`src/verilog/cp0_defs_pkg.sv`:
```
package cp0_defs_pkg;

    ////////////////////////////////////////
    // cp0 register numbers
    ////////////////////////////////////////

    localparam logic [4:0] cp0_badvaddr = 5'd8;
    localparam logic [4:0] cp0_count    = 5'd9;
    localparam logic [4:0] cp0_compare  = 5'd11;
    localparam logic [4:0] cp0_status   = 5'd12;
    localparam logic [4:0] cp0_cause    = 5'd13;
    localparam logic [4:0] cp0_epc      = 5'd14;

    ////////////////////////////////////////
    // exception codes, as they land in Cause[6:2]
    ////////////////////////////////////////

    localparam logic [4:0] exc_adel    = 5'h04; // address error on load or fetch
    localparam logic [4:0] exc_ades    = 5'h05; // address error on store
    localparam logic [4:0] exc_syscall = 5'h08;
    localparam logic [4:0] exc_break   = 5'h09;
    localparam logic [4:0] exc_ov      = 5'h0c; // arithmetic overflow

    // general exception handler, EXL set and BEV clear
    localparam logic [31:0] exc_vector = 32'h8000_0180;

    typedef enum logic {
        ctrl_run,
        ctrl_flush
    } ctrl_state_t;

endpackage

```
`src/verilog/cpu_types_pkg.sv`:
```
package cpu_types_pkg;

    ////////////////////////////////////////
    // widths with a meaning
    ////////////////////////////////////////

    typedef logic [31:0] word_t;      // general data word
    typedef logic [4:0]  reg_addr_t;  // general register number
    typedef logic [31:0] inst_addr_t; // instruction address
    typedef logic [4:0]  cp0_addr_t;  // cp0 register number

    // bits [4:0] hold the exception code, zero means no exception
    typedef logic [31:0] except_t;

    ////////////////////////////////////////
    // one instruction travelling from MEM to WB
    ////////////////////////////////////////

    typedef struct packed {
        reg_addr_t  wd;           // destination gpr
        logic       wreg;         // gpr write enable
        word_t      wdata;
        logic       whilo;        // hi/lo write enable
        word_t      hi;
        word_t      lo;
        inst_addr_t pc;
        logic       cp0_we;
        cp0_addr_t  cp0_waddr;
        word_t      cp0_wdata;
        logic       in_delayslot;
        except_t    except_type;
        word_t      mem_addr;     // load/store address, feeds BadVAddr
    } mem_wb_t;

endpackage
```
`src/verilog/wb_stage_top.sv`:
```
`timescale 1ns/100ps

module wb_stage_top
    import cpu_types_pkg::*;
#(
    parameter int unsigned count_div    = 2,
    parameter word_t       reset_status = 32'h0040_0000
) (
    input  logic       clk,
    input  logic       arst_n,
    input  mem_wb_t    mem_in,
    input  logic       stall,
    input  reg_addr_t  raddr1,
    input  reg_addr_t  raddr2,
    input  cp0_addr_t  cp0_raddr,
    output word_t      rdata1,
    output word_t      rdata2,
    output word_t      hi,
    output word_t      lo,
    output word_t      cp0_rdata,
    output logic       flush,
    output inst_addr_t exc_pc,
    output logic       timer_int
);

    mem_wb_t wb;
    logic    commit;
    logic    take_exc;
    logic    count_we;
    logic    compare_we;
    word_t   count_wdata;
    word_t   compare_wdata;
    word_t   count;
    word_t   compare;

    mem_wb u_mem_wb (
        .clk(clk), .arst_n(arst_n), .en(!stall), .flush(flush),
        .mem_in(mem_in), .wb(wb)
    );

    wb_ctrl u_wb_ctrl (
        .clk(clk), .arst_n(arst_n), .wb(wb), .commit(commit),
        .take_exc(take_exc), .flush(flush), .exc_pc(exc_pc)
    );

    cp0_regs #(.reset_status(reset_status)) u_cp0_regs (
        .clk(clk), .arst_n(arst_n), .wb(wb), .commit(commit), .take_exc(take_exc),
        .count(count), .compare(compare), .timer_int(timer_int),
        .count_we(count_we), .count_wdata(count_wdata),
        .compare_we(compare_we), .compare_wdata(compare_wdata),
        .raddr(cp0_raddr), .rdata(cp0_rdata)
    );

    cp0_timer #(.count_div(count_div)) u_cp0_timer (
        .clk(clk), .arst_n(arst_n),
        .count_we(count_we), .count_wdata(count_wdata),
        .compare_we(compare_we), .compare_wdata(compare_wdata),
        .count(count), .compare(compare), .timer_int(timer_int)
    );

    arch_regs u_arch_regs (
        .clk(clk), .arst_n(arst_n), .wb(wb), .commit(commit),
        .raddr1(raddr1), .raddr2(raddr2), .rdata1(rdata1), .rdata2(rdata2),
        .hi(hi), .lo(lo)
    );

endmodule

```
`src/verilog/arch_regs.sv`:
```
`timescale 1ns/100ps

module arch_regs
    import cpu_types_pkg::*;
(
    input  logic      clk,
    input  logic      arst_n,
    input  mem_wb_t   wb,
    input  logic      commit,
    input  reg_addr_t raddr1,
    input  reg_addr_t raddr2,
    output word_t     rdata1,
    output word_t     rdata2,
    output word_t     hi,
    output word_t     lo
);

    word_t gpr [1:31]; // $0 has no storage

    always_ff @(posedge clk) begin
        if (commit && wb.wreg && wb.wd != '0) begin
            gpr[wb.wd] <= wb.wdata;
        end
    end

    // no bypass, a same-cycle write shows up after the edge
    assign rdata1 = (raddr1 == '0) ? '0 : gpr[raddr1];
    assign rdata2 = (raddr2 == '0) ? '0 : gpr[raddr2];

    ////////////////////////////////////////
    // hi/lo pair
    ////////////////////////////////////////

    always_ff @(posedge clk or negedge arst_n) begin
        if (!arst_n) begin
            hi <= '0;
            lo <= '0;
        end else if (commit && wb.whilo) begin
            hi <= wb.hi;
            lo <= wb.lo;
        end
    end

endmodule

```
`src/verilog/cp0_regs.sv`:
```
`timescale 1ns/100ps

module cp0_regs
    import cpu_types_pkg::*;
    import cp0_defs_pkg::*;
#(
    parameter word_t reset_status = 32'h0040_0000
) (
    input  logic      clk,
    input  logic      arst_n,
    input  mem_wb_t   wb,
    input  logic      commit,
    input  logic      take_exc,
    input  word_t     count,
    input  word_t     compare,
    input  logic      timer_int,
    output logic      count_we,
    output word_t     count_wdata,
    output logic      compare_we,
    output word_t     compare_wdata,
    input  cp0_addr_t raddr,
    output word_t     rdata
);

    word_t      status;
    word_t      epc;
    word_t      badvaddr;
    logic       cause_bd;       // exception was in a delay slot
    logic [1:0] cause_ip_sw;    // software interrupt bits IP1..IP0
    logic [4:0] cause_exc_code;
    word_t      cause;
    logic       wr;
    logic [4:0] code;

    assign wr   = commit && wb.cp0_we;
    assign code = wb.except_type[4:0];

    // Count and Compare live in the timer
    assign count_we      = wr && (wb.cp0_waddr == cp0_count);
    assign count_wdata   = wb.cp0_wdata;
    assign compare_we    = wr && (wb.cp0_waddr == cp0_compare);
    assign compare_wdata = wb.cp0_wdata;

    ////////////////////////////////////////
    // register bank
    ////////////////////////////////////////

    always_ff @(posedge clk or negedge arst_n) begin
        if (!arst_n) begin
            status         <= reset_status;
            epc            <= '0;
            badvaddr       <= '0;
            cause_bd       <= 1'b0;
            cause_ip_sw    <= '0;
            cause_exc_code <= '0;
        end else if (take_exc) begin
            status[1]      <= 1'b1; // EXL
            epc            <= wb.in_delayslot ? wb.pc - 32'd4 : wb.pc;
            cause_bd       <= wb.in_delayslot;
            cause_exc_code <= code;
            if (code == exc_adel || code == exc_ades) begin
                badvaddr <= wb.mem_addr;
            end
        end else if (wr) begin
            case (wb.cp0_waddr)
                cp0_status: status      <= wb.cp0_wdata;
                cp0_cause:  cause_ip_sw <= wb.cp0_wdata[9:8]; // only IP1..IP0 are writable
                cp0_epc:    epc         <= wb.cp0_wdata;
                default: ;
            endcase
        end
    end

    // IP7 follows the timer directly
    always_comb begin
        cause        = '0;
        cause[31]    = cause_bd;
        cause[15]    = timer_int;
        cause[9:8]   = cause_ip_sw;
        cause[6:2]   = cause_exc_code;
    end

    always_comb begin
        case (raddr)
            cp0_badvaddr: rdata = badvaddr;
            cp0_count:    rdata = count;
            cp0_compare:  rdata = compare;
            cp0_status:   rdata = status;
            cp0_cause:    rdata = cause;
            cp0_epc:      rdata = epc;
            default:      rdata = '0;
        endcase
    end

endmodule

```
`src/verilog/cp0_timer.sv`:
```
`timescale 1ns/100ps

module cp0_timer
    import cpu_types_pkg::*;
#(
    parameter int unsigned count_div = 2
) (
    input  logic  clk,
    input  logic  arst_n,
    input  logic  count_we,
    input  word_t count_wdata,
    input  logic  compare_we,
    input  word_t compare_wdata,
    output word_t count,
    output word_t compare,
    output logic  timer_int
);

    localparam int unsigned div_w = (count_div > 1) ? $clog2(count_div) : 1;

    logic [div_w-1:0] pre;
    logic             tick;

    assign tick = (pre == div_w'(count_div - 1));

    always_ff @(posedge clk or negedge arst_n) begin
        if (!arst_n) begin
            pre   <= '0;
            count <= '0;
        end else if (count_we) begin
            pre   <= '0; // restart the prescaler with the new count
            count <= count_wdata;
        end else begin
            pre <= tick ? '0 : pre + 1'b1;
            if (tick) begin
                count <= count + 1'b1;
            end
        end
    end

    // a zero Compare never fires, so the timer stays quiet after reset
    always_ff @(posedge clk or negedge arst_n) begin
        if (!arst_n) begin
            compare   <= '0;
            timer_int <= 1'b0;
        end else if (compare_we) begin
            compare   <= compare_wdata;
            timer_int <= 1'b0; // writing Compare acknowledges the interrupt
        end else if (compare != '0 && count == compare) begin
            timer_int <= 1'b1;
        end
    end

endmodule

```
`src/verilog/wb_ctrl.sv`:
```
`timescale 1ns/100ps

module wb_ctrl
    import cpu_types_pkg::*;
    import cp0_defs_pkg::*;
(
    input  logic       clk,
    input  logic       arst_n,
    input  mem_wb_t    wb,
    output logic       commit,
    output logic       take_exc,
    output logic       flush,
    output inst_addr_t exc_pc
);

    ctrl_state_t state;
    ctrl_state_t state_nxt;
    logic        exc;

    assign exc = (wb.except_type != '0);

    ////////////////////////////////////////
    // state register
    ////////////////////////////////////////

    always_ff @(posedge clk or negedge arst_n) begin
        if (!arst_n) begin
            state <= ctrl_run;
        end else begin
            state <= state_nxt;
        end
    end

    ////////////////////////////////////////
    // commit / trap decision
    ////////////////////////////////////////

    always_comb begin
        state_nxt = state;
        commit    = 1'b0;
        take_exc  = 1'b0;
        flush     = 1'b0;
        case (state)
            ctrl_run: begin
                if (exc) begin
                    take_exc  = 1'b1; // instruction traps instead of committing
                    flush     = 1'b1;
                    state_nxt = ctrl_flush;
                end else begin
                    commit = 1'b1;
                end
            end
            ctrl_flush: begin
                // second flush cycle, also drops whatever was sampled behind the trap
                flush     = 1'b1;
                state_nxt = ctrl_run;
            end
            default: begin
                state_nxt = ctrl_run;
            end
        endcase
    end

    // redirect address is only meaningful while flushing
    assign exc_pc = flush ? exc_vector : '0;

endmodule

```
`src/verilog/mem_wb.sv`:
```
`timescale 1ns/100ps

module mem_wb
    import cpu_types_pkg::*;
(
    input  logic    clk,
    input  logic    arst_n,
    input  logic    en,
    input  logic    flush,
    input  mem_wb_t mem_in,
    output mem_wb_t wb
);

    // an all-zero entry is a bubble with no write and no exception
    always_ff @(posedge clk or negedge arst_n) begin
        if (!arst_n) begin
            wb <= '0;
        end else if (flush) begin
            wb <= '0; // flush wins over a stall
        end else if (en) begin
            wb <= mem_in;
        end
    end

endmodule

```
`config.mk`:
```
export PLATFORM = sky130hd
export DESIGN_NAME = wb_stage_top
export DESIGN_NICKNAME = d
export VERILOG_FILES = /design/src/verilog/cp0_defs_pkg.sv /design/src/verilog/cpu_types_pkg.sv /design/src/verilog/wb_stage_top.sv /design/src/verilog/arch_regs.sv /design/src/verilog/cp0_regs.sv /design/src/verilog/cp0_timer.sv /design/src/verilog/wb_ctrl.sv /design/src/verilog/mem_wb.sv
export SDC_FILE = /design/constraint.sdc
export NUM_CORES = 2
export LEC_CHECK = 0
export BUFFER_PORTS_ARGS = -buffer_cell sky130_fd_sc_hd__buf_2
export CAP_MARGIN = 15
export CORE_ASPECT_RATIO = 0.8
export CORE_MARGIN = 2
export CORE_UTILIZATION = 30
export CTS_BUF_LIST = sky130_fd_sc_hd__clkbuf_4 sky130_fd_sc_hd__clkbuf_8 sky130_fd_sc_hd__clkbuf_16
export CTS_CLUSTER_SIZE = 40
export DETAILED_ROUTE_END_ITERATION = 7
export SETUP_SLACK_MARGIN = 0.15
export SLEW_MARGIN = 30
export SYNTH_ARGS = -nofsm -noshare
export SYNTH_HDL_FRONTEND = slang
export SYNTH_SLANG_ARGS = --single-unit
```
`constraint.sdc`:
```
create_clock -name clk -period 3.9 [get_ports clk]
set_input_delay 0.585 -clock clk [delete_from_list [all_inputs] [get_ports clk]]
set_output_delay 0.585 -clock clk [all_outputs]
set_load 0.005 [all_outputs]
```
==> flow_summary.ini <==
[critical_path]
path_max_fanout = 56
critPathCaptureType = output port
r2r_start = u_mem_wb.wb[39]$_DFFE_PN0P_
ff2ff_setup_slack_ns = 0.83
required_ns = 3.31
crit_path_start_kind = flop
reg2regPathDepth = 10
r2r_end = u_arch_regs.gpr[27][8]$_DFFE_PP_
crit_type = flop to output port
critPathArrivalTime_ns = 2.97
startpoint = u_mem_wb.wb[39]$_DFFE_PN0P_

[hold_path]
hold_depth = 3
min-delay-start = mem_in[200]
hold_end = u_mem_wb.wb[200]$_DFFE_PN0P_
hold_class = input pin to flop

[timing]
worst_slew_pin_slew_ns = 0.958
hold_violations = 0
clock_skew_ns = 0.0887
finalMaxSlewViolations = 0
setup_ws_ns = 0.341
rsz0062_at_grt = no
setup_viol = 0
period_needed_ns = 3.56
fin_crit_sh = 0.913
slew_headroom = 0.361
max_freq_ghz = 0.281
tns_ns = 0

[global_routing]
antenna_found_initial = 29
grt_pass1_vias = 41000
gr-total-overflow = 0
grt_max_degree = 110
grt_util_met1 = 0.252
use_met2 = 0.288
grt_pass1_wl_um = 298000
grt_busiest_layer = met2
grtUsageMet3 = 0.0372
grt_usage = 0.182

[routing]
wl_per_cell_um = 27.8
ant_nets = 0
wl_um = 209000
drt-pass1-iter-count = 8
via_per_inst = 5.36
vias = 40300
drc = 1
drt_iter0_drc = 4782

[clock_network]
root_buffer = clkbuf_16
cts_buffer_depth = 4
numCtsBuffers = 162
htreeDepth = 4
insertion_delay_ns = 0.85
cts_sinks = 1465
cts_tree = done
path_clk_slew_ns = 0.06

[synthesis]
async_flop_share = 0.323
ys_types = 60
syn_area_um2 = 66500
ys.flop_type = edfxtp_1
syn_inst = 3813
ys_ff_latch = 1465
syn_area_per_cell_um2 = 17.4
synth-edff-count = 992
yosysSeqAreaShare = 0.626
yosysWarnings = 0

[flow_run]
maxCapViolations = 0

[floorplan]
die-area_um2 = 226000
rows = 154
fp.dieH_um = 425
core_um2 = 220000
num_io_pins = 450
start_util = 0.302
die_width_um = 530

[power]
p_leak_nw = 30.7
worst_ir_drop_vdd_uv = 319
p_per_area_nw_per_um2 = 482

[placed_design]
dpl_worst_slack_ns = 0.433
gp_congestion = 0.818
dp_hpwl_um = 129000
io_buffers = 420
place_area_um2 = 74000

[layout]
fin_nets = 4699
layout_commonest_cell = edfxtp_1
ff_latch_area_um2 = 41700
drive_above_1_share = 0.369
final_area_um2 = 80800
final_cell_mix = 992 x edfxtp_1, 576 x mux4_2, 451 x dfrtp_1
area_growth_pct = 21.5
fill_cells = 20300
multi_input_area_um2 = 23900

[outcome]
status = complete, but fails checks
violations = design-rule violations
-- Yosys cell counts, drive strengths merged (10+ instances only) --
| library cell | instances | area share |
|---|---|---|
| clkbuf | 161 | 0.0091 |
| a21oi | 110 | 0.0083 |
| xnor2 | 33 | 0.0043 |
| nand3 | 36 | 0.0029 |
| nor3 | 34 | 0.0027 |
| a22oi | 50 | 0.0056 |
| mux4 | 576 | 0.20 |
| nor4 | 30 | 0.0028 |
| nand2 | 42 | 0.0024 |
| a22o | 63 | 0.0083 |
| a222oi | 23 | 0.0035 |
| o22a | 11 | 0.0014 |
| and3 | 10 | 0.00096 |
| edfxtp | 992 | 0.45 |
| mux2i | 302 | 0.045 |
| xor2 | 59 | 0.0078 |
| nor2 | 399 | 0.023 |
| buf | 147 | 0.012 |
| mux2 | 169 | 0.029 |
| nand4 | 14 | 0.0015 |
| dfrtp | 472 | 0.18 |
-- state kept, by name (all words and copies together), names as in the netlist --
| register | flops |
|---|---|
| u_cp0_regs.cause_ip_sw | 2 |
| u_arch_regs.hi | 32 |
| u_cp0_regs.badvaddr | 32 |
| u_cp0_regs.cause_exc_code | 5 |
| u_wb_ctrl.state | 1 |
| u_cp0_timer.count | 32 |
| u_cp0_timer.pre | 1 |
| u_cp0_regs.cause_bd | 1 |
| u_mem_wb.wb | 238 |
| u_arch_regs.gpr | 992 |
| u_cp0_timer.timer_int | 1 |
| u_cp0_timer.compare | 32 |
| u_arch_regs.lo | 32 |
| u_cp0_regs.epc | 32 |
| u_cp0_regs.status | 32 |
-- worst max-delay path by stage --
stage	endpoint	slack, ns	cells after the start
after global routing	flush	0.22	8
after floorplan	u_arch_regs.gpr[28][0]$_DFFE_PP_	0.19	8
after detailed placement	rdata1[29]	0.43	6
after CTS	exc_pc[7]	0.19	8
after global placement	rdata1[29]	0.44	6
final	exc_pc[31]	0.34	8
-- metal layers --
layer | wire length, um | up-vias | share of wire
li1 | - | 16600 | -
met1 | 87000 | 21400 | 0.42
met2 | 98300 | 1927 | 0.47
met3 | 17400 | 376 | 0.083
met4 | 6110 | 18 | 0.029
met5 | 121 | - | 0.00058
-- report_power, final --
part	total, mW	internal [mW]	switching (mW)
Combinational	4.65	2.06	2.59
Clock	15.7	9.38	6.30
Sequential	18.6	17.6	0.971
Total	38.9	29.1	9.86
-- cell families after synthesis --
kind of cell    count (synthesis)  synth area share
compound gates                291            0.0313
xor+xnor                       92            0.0121
buf+inv                       314            0.0212
mux                          1047             0.269
other cells                     1         0.0000564
fa+ha+maj                       2          0.000376
simple gates                  601            0.0400
flops                        1465             0.626
-- timing repair --
action,4_1_cts,5_1_grt
buffers inserted,2,0
setup endpoints to repair,4,4
cloned,0,1
pin swaps,1,0
endpoints found under the hold margin,209,0
hold buffers,123,0
resized for setup,1,1
-- cell type report --
| class | instances | share of cell area |
|---|---|---|
| Antenna cell | 9 | 0.000279 |
| Clock buffer | 222 | 0.0580 |
| Clock inverter | 54 | 0.00859 |
| Inverter | 6 | 0.000372 |
| Multi-Input combinational cell | 2062 | 0.296 |
| Sequential cell | 1465 | 0.515 |
| Tap cell | 2964 | 0.0459 |
| Timing Repair Buffer | 744 | 0.0759 |
-- through the flow --
stage	hold slack, ns	cells	utilization	power, mW
detailed placement	0.489	7113	0.336	23.3
finish	0.0524	7526	0.367	38.9
global route	0.0220	7521	0.367	40.3
floorplan	0.289	3841	-	21.3
CTS	0.0000630	7514	0.366	39.1
global placement	0.479	7110	0.336	23.2
-- worst max-delay path, cell delays in order, from the launching register on --
cell and delay (ns):
dfrtp_1 0.38, nor4_1 0.51, and4_1 0.31, nand3_2 0.13, nor2_4 0.15, buf_12 0.13
inv_8 0.05, buf_16 0.16, buf_2 0.23
No activity file was read; power rests on OpenSTA's default activity.
